--- config.mk ---
export PLATFORM = sky130hd
export DESIGN_NAME = clockOverlay
export DESIGN_NICKNAME = d
export VERILOG_FILES = /design/src/source/clockOverlayPkg.sv /design/src/source/backgroundBands.sv /design/src/source/charSelector.sv /design/src/source/clockOverlay.sv /design/src/source/fieldLocator.sv /design/src/source/glyphAddressReg.sv
export SDC_FILE = /design/constraint.sdc
export NUM_CORES = 1
export LEC_CHECK = 0
export BUFFER_PORTS_ARGS = -buffer_cell sky130_fd_sc_hd__buf_2
export CORE_ASPECT_RATIO = 1.5
export CORE_MARGIN = 1
export CORE_UTILIZATION = 29
export CTS_BUF_LIST = sky130_fd_sc_hd__clkbuf_16
export DETAILED_ROUTE_END_ITERATION = 8
export PLACE_DENSITY = 0.61
export SYNTH_ARGS = -nofsm -noshare
export SYNTH_HDL_FRONTEND = slang
export SYNTH_SLANG_ARGS = --single-unit
--- constraint.sdc ---
create_clock -name clk -period 3.9 [get_ports clk]
set_input_delay 0.78 -clock clk [delete_from_list [all_inputs] [get_ports clk]]
set_output_delay 0.78 -clock clk [all_outputs]
set_load 0.1 [all_outputs]
--- src/source/clockOverlayPkg.sv ---
package clockOverlayPkg;

  typedef logic [9:0] coordT;     // Screen x or y
  typedef logic [6:0] charCodeT;  // ASCII-like font ROM character
  typedef logic [10:0] romAddrT;  // Character in [10:4], glyph row in [3:0]

  typedef enum logic [2:0] {
    colorBackground = 3'd0,
    colorBand       = 3'd1,
    colorText       = 3'd2
  } colorT;

  typedef enum logic [1:0] {
    fontNormal = 2'd1,  // Glyph row from y[3:0]
    fontLarge  = 2'd2   // Glyph row from y[5:2]
  } fontSizeT;

  // Text rectangles, highest priority first
  typedef enum logic [4:0] {
    fieldSecTens, fieldSecUnits,
    fieldMinTens, fieldMinUnits,
    fieldHourTens, fieldHourUnits,
    fieldLabelS, fieldLabelE, fieldLabelM, fieldLabelA1, fieldLabelN, fieldLabelA2,
    fieldWeekUnits, fieldWeekTens,
    fieldDayTens, fieldDayUnits,
    fieldDateTens, fieldDateUnits,
    fieldYearZero, fieldYearTwo,
    fieldYearTens, fieldYearUnits,
    fieldMonthTens, fieldMonthUnits,
    fieldNone
  } fieldT;

  localparam charCodeT blankChar = 7'h0A;  // Empty glyph

  // Time of day, centre of screen
  localparam coordT hourTensXLo  = 10'd295;
  localparam coordT hourTensXHi  = 10'd302;
  localparam coordT hourUnitsXLo = 10'd303;
  localparam coordT hourUnitsXHi = 10'd310;
  localparam coordT hourYLo      = 10'd240;
  localparam coordT hourYHi      = 10'd255;
  localparam coordT minTensXLo   = 10'd319;
  localparam coordT minTensXHi   = 10'd326;
  localparam coordT minUnitsXLo  = 10'd327;
  localparam coordT minUnitsXHi  = 10'd334;
  localparam coordT minYLo       = 10'd240;
  localparam coordT minYHi       = 10'd255;
  localparam coordT secTensXLo   = 10'd343;
  localparam coordT secTensXHi   = 10'd351;
  localparam coordT secUnitsXLo  = 10'd352;
  localparam coordT secUnitsXHi  = 10'd359;
  localparam coordT secYLo       = 10'd242;  // Seconds sit two lines lower
  localparam coordT secYHi       = 10'd257;

  // Week label and week number along the top
  localparam coordT labelSXLo    = 10'd287;
  localparam coordT labelSXHi    = 10'd294;
  localparam coordT labelEXLo    = 10'd295;
  localparam coordT labelEXHi    = 10'd302;
  localparam coordT labelMXLo    = 10'd303;
  localparam coordT labelMXHi    = 10'd310;
  localparam coordT labelA1XLo   = 10'd311;
  localparam coordT labelA1XHi   = 10'd319;
  localparam coordT labelNXLo    = 10'd320;
  localparam coordT labelNXHi    = 10'd327;
  localparam coordT labelA2XLo   = 10'd328;
  localparam coordT labelA2XHi   = 10'd334;
  localparam coordT weekTensXLo  = 10'd343;
  localparam coordT weekTensXHi  = 10'd350;
  localparam coordT weekUnitsXLo = 10'd351;
  localparam coordT weekUnitsXHi = 10'd358;
  localparam coordT weekYLo      = 10'd16;
  localparam coordT weekYHi      = 10'd29;

  // Calendar block, bottom right
  localparam coordT dayTensXLo    = 10'd575;
  localparam coordT dayTensXHi    = 10'd582;
  localparam coordT dayUnitsXLo   = 10'd583;
  localparam coordT dayUnitsXHi   = 10'd590;
  localparam coordT dayYLo        = 10'd450;
  localparam coordT dayYHi        = 10'd461;
  localparam coordT dateTensXLo   = 10'd591;
  localparam coordT dateTensXHi   = 10'd598;
  localparam coordT dateUnitsXLo  = 10'd599;
  localparam coordT dateUnitsXHi  = 10'd606;
  localparam coordT dateYLo       = 10'd434;
  localparam coordT dateYHi       = 10'd446;
  localparam coordT yearTwoXLo    = 10'd583;
  localparam coordT yearTwoXHi    = 10'd590;
  localparam coordT yearZeroXLo   = 10'd591;
  localparam coordT yearZeroXHi   = 10'd598;
  localparam coordT yearTensXLo   = 10'd599;
  localparam coordT yearTensXHi   = 10'd606;
  localparam coordT yearUnitsXLo  = 10'd607;
  localparam coordT yearUnitsXHi  = 10'd614;
  localparam coordT yearYLo       = 10'd418;
  localparam coordT yearYHi       = 10'd428;
  localparam coordT monthTensXLo  = 10'd607;
  localparam coordT monthTensXHi  = 10'd614;
  localparam coordT monthUnitsXLo = 10'd615;
  localparam coordT monthUnitsXHi = 10'd622;
  localparam coordT monthYLo      = 10'd450;
  localparam coordT monthYHi      = 10'd461;

endpackage

--- src/source/backgroundBands.sv ---
`timescale 1ns/1ps

module backgroundBands import clockOverlayPkg::*; #(
  parameter int ScreenLines = 480  // Last visible line
) (
  input  coordT pixelY,
  output colorT bandColor
);

  localparam coordT lastLine = coordT'(ScreenLines);

  // Horizontal bands, top to bottom
  always_comb begin
    if (pixelY <= 10'd140)
      bandColor = colorBackground;
    else if (pixelY <= 10'd348)
      bandColor = colorBand;  // Former panel area plus the strip under it
    else if (pixelY <= 10'd351)
      bandColor = colorBackground;  // Thin gap
    else if (pixelY <= 10'd353)
      bandColor = colorBand;
    else if (pixelY <= 10'd472)
      bandColor = colorBackground;
    else if (pixelY <= lastLine) begin
      // Footer bar in the text colour
      bandColor = colorText;
    end else
      bandColor = colorBackground;  // Blanking lines
  end

endmodule

--- src/source/charSelector.sv ---
`timescale 1ns/1ps

module charSelector import clockOverlayPkg::*; (
  input  fieldT    field,
  input  charCodeT hourTens,
  input  charCodeT hourUnits,
  input  charCodeT minTens,
  input  charCodeT minUnits,
  input  charCodeT secTens,
  input  charCodeT secUnits,
  input  charCodeT dateTens,
  input  charCodeT dateUnits,
  input  charCodeT monthTens,
  input  charCodeT monthUnits,
  input  charCodeT yearTens,
  input  charCodeT yearUnits,
  input  charCodeT dayTens,
  input  charCodeT dayUnits,
  input  charCodeT weekTens,
  input  charCodeT weekUnits,
  output charCodeT textChar,
  output fontSizeT textFont,
  output colorT    textColor
);

  always_comb begin
    case (field)
      fieldSecTens:    textChar = secTens;
      fieldSecUnits:   textChar = secUnits;
      fieldMinTens:    textChar = minTens;
      fieldMinUnits:   textChar = minUnits;
      fieldHourTens:   textChar = hourTens;
      fieldHourUnits:  textChar = hourUnits;
      fieldLabelS:     textChar = 7'h53;  // S
      fieldLabelE:     textChar = 7'h45;  // E
      fieldLabelM:     textChar = 7'h4D;  // M
      fieldLabelA1:    textChar = 7'h41;  // A
      fieldLabelN:     textChar = 7'h4E;  // N
      fieldLabelA2:    textChar = 7'h41;
      fieldWeekUnits:  textChar = weekUnits;
      fieldWeekTens:   textChar = weekTens;
      fieldDayTens:    textChar = dayTens;
      fieldDayUnits:   textChar = dayUnits;
      fieldDateTens:   textChar = dateTens;
      fieldDateUnits:  textChar = dateUnits;
      fieldYearZero:   textChar = 7'h30;  // Second digit of the "20" prefix
      fieldYearTwo:    textChar = 7'h32;
      fieldYearTens:   textChar = yearTens;
      fieldYearUnits:  textChar = yearUnits;
      fieldMonthTens:  textChar = monthTens;
      fieldMonthUnits: textChar = monthUnits;
      default:         textChar = blankChar;
    endcase
  end

  // Only the year prefix zero is drawn scaled up
  assign textFont = (field == fieldYearZero) ? fontLarge : fontNormal;

  // All text shares one palette entry
  assign textColor = colorText;

endmodule

--- src/source/clockOverlay.sv ---
`timescale 1ns/1ps

module clockOverlay import clockOverlayPkg::*; #(
  parameter int ScreenLines = 480
) (
  input  logic     clk,
  input  logic     rstN,
  input  coordT    pixelX,
  input  coordT    pixelY,
  input  charCodeT hourTens,
  input  charCodeT hourUnits,
  input  charCodeT minTens,
  input  charCodeT minUnits,
  input  charCodeT secTens,
  input  charCodeT secUnits,
  input  charCodeT dateTens,
  input  charCodeT dateUnits,
  input  charCodeT monthTens,
  input  charCodeT monthUnits,
  input  charCodeT yearTens,
  input  charCodeT yearUnits,
  input  charCodeT dayTens,
  input  charCodeT dayUnits,
  input  charCodeT weekTens,
  input  charCodeT weekUnits,
  output romAddrT  romAddr,
  output fontSizeT fontSize,
  output colorT    colorSel,
  output logic     glyphEnable
);

  fieldT    field;      // Rectangle hit for the current pixel
  charCodeT textChar;
  fontSizeT textFont;
  colorT    textColor;
  colorT    bandColor;

  fieldLocator uLocator (
    .pixelX (pixelX),
    .pixelY (pixelY),
    .field  (field)
  );

  charSelector uSelector (
    .field      (field),
    .hourTens   (hourTens),
    .hourUnits  (hourUnits),
    .minTens    (minTens),
    .minUnits   (minUnits),
    .secTens    (secTens),
    .secUnits   (secUnits),
    .dateTens   (dateTens),
    .dateUnits  (dateUnits),
    .monthTens  (monthTens),
    .monthUnits (monthUnits),
    .yearTens   (yearTens),
    .yearUnits  (yearUnits),
    .dayTens    (dayTens),
    .dayUnits   (dayUnits),
    .weekTens   (weekTens),
    .weekUnits  (weekUnits),
    .textChar   (textChar),
    .textFont   (textFont),
    .textColor  (textColor)
  );

  backgroundBands #(
    .ScreenLines (ScreenLines)
  ) uBands (
    .pixelY    (pixelY),
    .bandColor (bandColor)
  );

  // Single pipeline stage, one cycle from coordinate to ROM address
  glyphAddressReg uAddrReg (
    .clk         (clk),
    .rstN        (rstN),
    .pixelY      (pixelY),
    .field       (field),
    .textChar    (textChar),
    .textFont    (textFont),
    .textColor   (textColor),
    .bandColor   (bandColor),
    .romAddr     (romAddr),
    .fontSize    (fontSize),
    .colorSel    (colorSel),
    .glyphEnable (glyphEnable)
  );

endmodule

--- src/source/fieldLocator.sv ---
`timescale 1ns/1ps

module fieldLocator import clockOverlayPkg::*; (
  input  coordT pixelX,
  input  coordT pixelY,
  output fieldT field
);

  // Inclusive bound check on one axis
  function automatic logic inRange(input coordT v, input coordT lo, input coordT hi);
    return (v >= lo) && (v <= hi);
  endfunction

  logic hourRow;
  logic minRow;
  logic secRow;
  logic weekRow;
  logic dayRow;
  logic dateRow;
  logic yearRow;
  logic monthRow;

  // Row matches per group, shared by all columns of that group
  assign hourRow  = inRange(pixelY, hourYLo, hourYHi);
  assign minRow   = inRange(pixelY, minYLo, minYHi);
  assign secRow   = inRange(pixelY, secYLo, secYHi);
  assign weekRow  = inRange(pixelY, weekYLo, weekYHi);
  assign dayRow   = inRange(pixelY, dayYLo, dayYHi);
  assign dateRow  = inRange(pixelY, dateYLo, dateYHi);
  assign yearRow  = inRange(pixelY, yearYLo, yearYHi);
  assign monthRow = inRange(pixelY, monthYLo, monthYHi);

  // First hit wins, in fieldT order
  always_comb begin
    if (secRow && inRange(pixelX, secTensXLo, secTensXHi))
      field = fieldSecTens;
    else if (secRow && inRange(pixelX, secUnitsXLo, secUnitsXHi))
      field = fieldSecUnits;
    else if (minRow && inRange(pixelX, minTensXLo, minTensXHi))
      field = fieldMinTens;
    else if (minRow && inRange(pixelX, minUnitsXLo, minUnitsXHi))
      field = fieldMinUnits;
    else if (hourRow && inRange(pixelX, hourTensXLo, hourTensXHi))
      field = fieldHourTens;
    else if (hourRow && inRange(pixelX, hourUnitsXLo, hourUnitsXHi))
      field = fieldHourUnits;
    // Week label letters
    else if (weekRow && inRange(pixelX, labelSXLo, labelSXHi))
      field = fieldLabelS;
    else if (weekRow && inRange(pixelX, labelEXLo, labelEXHi))
      field = fieldLabelE;
    else if (weekRow && inRange(pixelX, labelMXLo, labelMXHi))
      field = fieldLabelM;
    else if (weekRow && inRange(pixelX, labelA1XLo, labelA1XHi))
      field = fieldLabelA1;
    else if (weekRow && inRange(pixelX, labelNXLo, labelNXHi))
      field = fieldLabelN;
    else if (weekRow && inRange(pixelX, labelA2XLo, labelA2XHi))
      field = fieldLabelA2;
    else if (weekRow && inRange(pixelX, weekUnitsXLo, weekUnitsXHi))
      field = fieldWeekUnits;
    else if (weekRow && inRange(pixelX, weekTensXLo, weekTensXHi))
      field = fieldWeekTens;
    // Calendar
    else if (dayRow && inRange(pixelX, dayTensXLo, dayTensXHi))
      field = fieldDayTens;
    else if (dayRow && inRange(pixelX, dayUnitsXLo, dayUnitsXHi))
      field = fieldDayUnits;
    else if (dateRow && inRange(pixelX, dateTensXLo, dateTensXHi))
      field = fieldDateTens;
    else if (dateRow && inRange(pixelX, dateUnitsXLo, dateUnitsXHi))
      field = fieldDateUnits;
    else if (yearRow && inRange(pixelX, yearZeroXLo, yearZeroXHi))
      field = fieldYearZero;  // Same columns as date tens, higher up
    else if (yearRow && inRange(pixelX, yearTwoXLo, yearTwoXHi))
      field = fieldYearTwo;
    else if (yearRow && inRange(pixelX, yearTensXLo, yearTensXHi))
      field = fieldYearTens;
    else if (yearRow && inRange(pixelX, yearUnitsXLo, yearUnitsXHi))
      field = fieldYearUnits;
    else if (monthRow && inRange(pixelX, monthTensXLo, monthTensXHi))
      field = fieldMonthTens;
    else if (monthRow && inRange(pixelX, monthUnitsXLo, monthUnitsXHi))
      field = fieldMonthUnits;
    else
      field = fieldNone;
  end

endmodule

--- src/source/glyphAddressReg.sv ---
`timescale 1ns/1ps

module glyphAddressReg import clockOverlayPkg::*; (
  input  logic     clk,
  input  logic     rstN,
  input  coordT    pixelY,
  input  fieldT    field,
  input  charCodeT textChar,
  input  fontSizeT textFont,
  input  colorT    textColor,
  input  colorT    bandColor,
  output romAddrT  romAddr,
  output fontSizeT fontSize,
  output colorT    colorSel,
  output logic     glyphEnable
);

  logic       isText;
  charCodeT   nextChar;
  fontSizeT   nextFont;
  colorT      nextColor;
  logic [3:0] nextRow;

  assign isText = (field != fieldNone);

  // Text result or background result
  always_comb begin
    if (isText) begin
      nextChar  = textChar;
      nextFont  = textFont;
      nextColor = textColor;
    end else begin
      nextChar  = blankChar;
      nextFont  = fontNormal;
      nextColor = bandColor;
    end
    // Large glyphs repeat each ROM row over four screen lines
    nextRow = (nextFont == fontLarge) ? pixelY[5:2] : pixelY[3:0];
  end

  always_ff @(posedge clk) begin
    if (!rstN) begin
      romAddr     <= '0;
      fontSize    <= fontNormal;
      colorSel    <= colorBackground;
      glyphEnable <= 1'b0;
    end else begin
      romAddr     <= {nextChar, nextRow};
      fontSize    <= nextFont;
      colorSel    <= nextColor;
      glyphEnable <= isText;  // Pixel comes from the glyph ROM
    end
  end

endmodule

### After elaboration in Yosys (flattened, before gate mapping)

Index checks and enable logic that the tools add are counted.

* flip-flop bits (word level): 17
* bits of input ports: 134
* output and inout port bits: 17
* logic and storage cells: 174

* equality and inequality tests: 25
* order comparisons: 52
* bitwise logic cells: 1
* mux-type cells: 36
* reductions and logical operators: 53

Operators by type and width (number)
* 10-bit by 9-bit less-or-equal comparator with 1-bit output (second input constant): 20
* 7-bit one-hot mux with 23 select lines: 1
* 10-bit by 9-bit greater-or-equal comparator with 1-bit output (second input constant): 14
* 5-bit 2-to-1 mux: 23
* 10-bit greater-or-equal comparator (second input constant): 6
* 10-bit less-or-equal comparator (second input constant): 6
* 1-bit logical AND: 48
* 5-bit by 4-bit == test with 1-bit output (second input constant): 8
* 5-bit == test (second input constant): 8
* 5-bit by 3-bit == test with 1-bit output (second input constant): 4
* 10-bit by 8-bit greater-or-equal comparator with 1-bit output (second input constant): 2
* 10-bit by 8-bit less-or-equal comparator with 1-bit output (second input constant): 2
* 2-bit 2-to-1 mux: 9
* 4-bit 2-to-1 mux: 3
* 5-bit by 2-bit == test with 1-bit output (second input constant): 2
* 10-bit by 5-bit greater-or-equal comparator with 1-bit output (second input constant): 1
* 10-bit by 5-bit less-or-equal comparator with 1-bit output (second input constant): 1
* 7-bit OR reduction: 1
* 5-bit by 1-bit == test with 1-bit output (second input constant): 1
* 5-bit zero test: 1
* 5-bit != test (second input constant): 1
* 3-bit OR reduction: 1
* 2-bit == test (second input constant): 1
* 2-bit AND reduction: 1
* 2 further kinds: 2

### Longest topological paths before layout

* word-level depth: 32
* mapped depth: 10
* depth with buffers taken out: 8

### Hierarchy

Synthesis repeated with hierarchy kept, for this count alone.

* cell total of the unflattened synthesis: 415
* area total of the unflattened synthesis: 3050.4 sq um

By module, submodules not included
* charSelector: area an instance 1416.4 sq um, cells an instance 204, instances 1
* fieldLocator: area an instance 878.3 sq um, cells an instance 131, instances 1
* glyphAddressReg: area an instance 635.6 sq um, cells an instance 63, instances 1
* backgroundBands: area an instance 120.1 sq um, cells an instance 17, instances 1

### Least setup slack after synthesis

Ideal clock, no wire load.

* kind: input to register
* from: in pixelX[7]
* to: reg uAddrReg.romAddr[10]
* library setup time: 0.128 ns
* data arrival time: 3.026 ns
* setup slack: 0.746 ns
* stages on the path: 9
* cells stage by stage: buf_6 or2_4 a311oi_4 nor4b_1 a211o_1 or4_1 or4b_4 o21ai_4 a31oi_1

* word-level cells in the longest chain between the ends: 30
* elaborated cells on any way between the ends: 128

RTL lines
* start: declaration: line clockOverlay.sv:8 `input coordT pixelX,`
* 10-bit greater-or-equal comparator / 10-bit less-or-equal comparator (equally long branches): line fieldLocator.sv:11 `return (v >= lo) && (v <= hi);`
* 1-bit logical AND: line fieldLocator.sv:11
* 1-bit logical AND: line fieldLocator.sv:83 `else if (monthRow && inRange(pixelX, monthUnitsXLo, monthUnitsXHi))`
* 4-bit 2-to-1 mux: line fieldLocator.sv:83
* 5-bit 2-to-1 mux: line fieldLocator.sv:81 `else if (monthRow && inRange(pixelX, monthTensXLo, monthTensXHi))`
* 5-bit 2-to-1 mux: line fieldLocator.sv:79 `else if (yearRow && inRange(pixelX, yearUnitsXLo, yearUnitsXHi))`
* 5-bit 2-to-1 mux: line fieldLocator.sv:77 `else if (yearRow && inRange(pixelX, yearTensXLo, yearTensXHi))`
* 5-bit 2-to-1 mux: line fieldLocator.sv:75 `else if (yearRow && inRange(pixelX, yearTwoXLo, yearTwoXHi))`
* [... 14 more ...]
* 5-bit 2-to-1 mux: line fieldLocator.sv:43 `else if (hourRow && inRange(pixelX, hourTensXLo, hourTensXHi))`
* 5-bit 2-to-1 mux: line fieldLocator.sv:41 `else if (minRow && inRange(pixelX, minUnitsXLo, minUnitsXHi))`
* 5-bit 2-to-1 mux: line fieldLocator.sv:39 `else if (minRow && inRange(pixelX, minTensXLo, minTensXHi))`
* 5-bit 2-to-1 mux: line fieldLocator.sv:37 `else if (secRow && inRange(pixelX, secUnitsXLo, secUnitsXHi))`
* 5-bit 2-to-1 mux (*): line fieldLocator.sv:35 `if (secRow && inRange(pixelX, secTensXLo, secTensXHi))`
* 5-bit by 4-bit == test with 1-bit output: line charSelector.sv:27 `case (field)`
* 2-bit OR reduction (no line)
* 7-bit one-hot mux with 23 select lines: line charSelector.sv:27
* end signal: assignment: line glyphAddressReg.sv:48 `romAddr <= {nextChar, nextRow};`
* end: declaration: line glyphAddressReg.sv:12 `output romAddrT romAddr,`

Mark *: on every way between the ends. The rest lies on a longest branch, timed or not.
A chain may end at the register's enable or synchronous reset.

### Final worst setup path

* from: in pixelX[4]
* to: reg uAddrReg.romAddr[10]

The elaborated chain is that of the path after synthesis.

==> flow_summary_export.csv <==
group,metric,value,unit
outcome,outcome,"finished clean",
setup_path,cp_data_required_time,4010,ps
timing,min_period_over_period,83.8,%
synth,synth_enable_flop_cells,0,
timing,slew_viol_final,0,
cells_and_area,antennaDiodeCount,0,
cells_and_area,drive_above_1_share,41.1,%
setup_path,crit_chain,"buf_2, nor2b_1, mux2i_1, o32ai_2, a211o_1, or4_1, or4b_4, o21ai_4, a31oi_1",
hold_path,hold_class,"in2reg",
die,design.die.area,9500,um^2
pwr,pwr-share-seq,28.3,%
cells_and_area,nNetsFinal,637,
timing,relSlewSlack,50.2,%
timing,finalHoldViolations,0,
die,die_height,119,um
setup_path,criticalPathCategory,"in2reg",
synth,synth_common_cells,"nand2_1, nor2_1, a21oi_1",
grt,first_global_vias,3582,
clock_tree,cts_buffers,3,
timing,worst_pin_slew,739,ps
placed_design,io_buffers,149,
detailed_routing,drc_errors,0,
hold_path,hold_path.startpoint,"monthUnits[4]",
placed_design,dpl.hpwl,10100,um
pwr,p_leak,1.49,nW
pwr,max-vdd-ir-drop,0.000215,V
die,rows,42,
setup_path,crit_path_max_incr_delay,530,ps
synth,synth_nets,495,
clock_tree,ctsResizeCount,0,
detailed_routing,vias,3749,
timing,rsz0062_at_grt,"false",
clock_tree,clockBufferDepth,2,
synth,ys_ff_latch,16,
die,fp.coreArea,8830,um^2
placed_design,globalplace.congestion,0.941,
die,start_util,29.9,%
grt,grt_pass1_wl,18900,um
synth,ys_types,81,
detailed_routing,avgRoutedWirePerCell,20.4,um
setup_path,crit_path_start,"pixelX[4]",
setup_path,crit_arrival,3380,ps
timing,finalSetupViolCount,0,
cells_and_area,areaGrowthSynthToFinish,33.4,%
synth,synthesis.area,2640,um^2
setup_path,slowest_stage,"or4b_4",
detailed_routing,wirelength,12400,um
pwr,switchingPower,0.000205,W
synth,yosys_warnings,0,
clock_tree,post_cts_buffers,0,
run,maxCapViolations,0,
pwr,internal_power,0.000393,W
pwr,clock_power_share,31.6,%
pwr,swShare,34.3,%
die,fp.dieW,79.9,um
timing,fmax,0.306,GHz
synth,yosys.area.top_type,"dfxtp_1",
die,ios,151,
synth,ys_seq_area_share,12.1,%
synth,yosys-top-cells-area,"dfxtp_1, a222oi_1, a22oi_1",
grt,grt_max_degree,24,
pwr,power_frac_comb,40.1,%
detailed_routing,via_per_inst,6.14,
clock_tree,clk_pin_slew,40,ps
synth,yosysMostFrequentCell,"nand2_1",
clock_tree,cts_sinks,16,
setup_path,start_kind,"primary input",
synth,avgSynthCellArea,7.32,um^2
grt,grt_antenna_before_repair,0,
timing,fin_crit,3270,ps
clock_tree,cts_root_buf,"clkbuf_16",
grt,grt.overflow.total,0,
placed_design,placed_cell_area,3450,um^2
detailed_routing,first_pass_iters,8,
cells_and_area,finalInstanceArea,3520,um^2
synth,synth_top_area_share,12.1,%
synth,syn_inst,361,
synth,synth-async-reset-ratio,0,%
detailed_routing,ant_nets,0,
synth,synthFlopType,"dfxtp_1",
setup_path,critical_path.top_delay_family,"simple AND/OR/NAND/NOR gates",
timing,timing.setup.tns,0,ps
detailed_routing,drtIter0Drc,348,
setup_path,end_kind,"flop",
clock_tree,htreeDepth,1,
clock_tree,holdBufCountCts,0,
clock_tree,tritoncts,"done",
setup_path,path_max_fanout,23,
pwr,p_per_area,170,nW/um^2
grt,grtUsageTotal,26.0,%
setup_path,critical_path_buf_inv_count,1,
cells_and_area,nFillCells,972,
worst paths after layout:
kind,cells past startpoint,to,slack [ps]
max,9,uAddrReg.romAddr[10],630
min,3,uAddrReg.romAddr[8],830
stage by stage:
step | total power [W] | worst slack (ps) | hold WS (ps) | cells | util, %
floorplan | 0.000314 | 746 | 943 | 361 | -
CTS | 0.000600 | 674 | 828 | 611 | 39.9
finish | 0.000598 | 633 | 832 | 611 | 39.9
global route | 0.000630 | 401 | 844 | 611 | 39.9
detailed placement | 0.000409 | 418 | 1080 | 608 | 39.1
global placement | 0.000409 | 437 | 1070 | 608 | 39.1
final cells by class:
type,count,area [um^2],area share [%]
Timing Repair Buffer,162,843,23.9
Inverter,4,15.0,0.426
Clock buffer,3,75.1,2.13
Multi-Input combinational cell,316,2130,60.5
Tap cell,110,138,3.91
Sequential cell,16,320,9.09
cell usage in the layout (no fill, tap or decap), drive strengths merged, types with 3 or more instances in the layout:
cell type	n
nand2	31
nor3b	8
o21ai	16
nand4b	3
nor4b	4
a22oi	17
a22o	4
a21o	5
and3	9
a221oi	3
or4	6
a211oi	9
a222oi	14
and2	8
buf	162
a31oi	8
nor4	9
mux2	4
a21oi	27
clkbuf	3
nor2	30
or2	4
dfxtp	16
or3b	4
inv	4
nand2b	3
nor3	17
nand3b	5
nand3	17
a32oi	3
a21boi	4
nand4	9
sequential cells by signal, indices dropped and copies added, names as in the netlist:
register and cells:
uAddrReg.colorSel 2, uAddrReg.romAddr 11, uAddrReg.glyphEnable 1, uAddrReg.fontSize 2
cells by family after synthesis:
logic type / Yosys count / synth area share, %
buf+inv: 29 / 7.15
simple gates: 178 / 40.7
other cells: 1 / 0.142
mux: 5 / 2.08
flops: 16 / 12.1
compound gates: 132 / 37.8
power by group through the flow:
stage / clock [W] / combinational (W) / sequential [W]
2_1_floorplan: 0 / 0.000108 / 0.000206
3_3_place_gp: 0 / 0.000236 / 0.000173
3_5_place_dp: 0 / 0.000237 / 0.000173
4_1_cts: 0.000193 / 0.000237 / 0.000170
5_1_grt: 0.000203 / 0.000258 / 0.000170
6_report: 0.000189 / 0.000240 / 0.000170
metal layers:
layer  up-vias  wire [um]  track usage [%]
li1       1738          -                -
met1      1769       4960             32.2
met2       197       6090             44.0
met3        45        807             2.76
met4         0        583             12.5
met5         -          0                0
worst min-delay path, delay by kind of cell:
family	cells	cell delay [ps]
AOI/OAI and AO/OA	2	170
buffers and inverters	1	80
(Power assumes the default switching activity.)
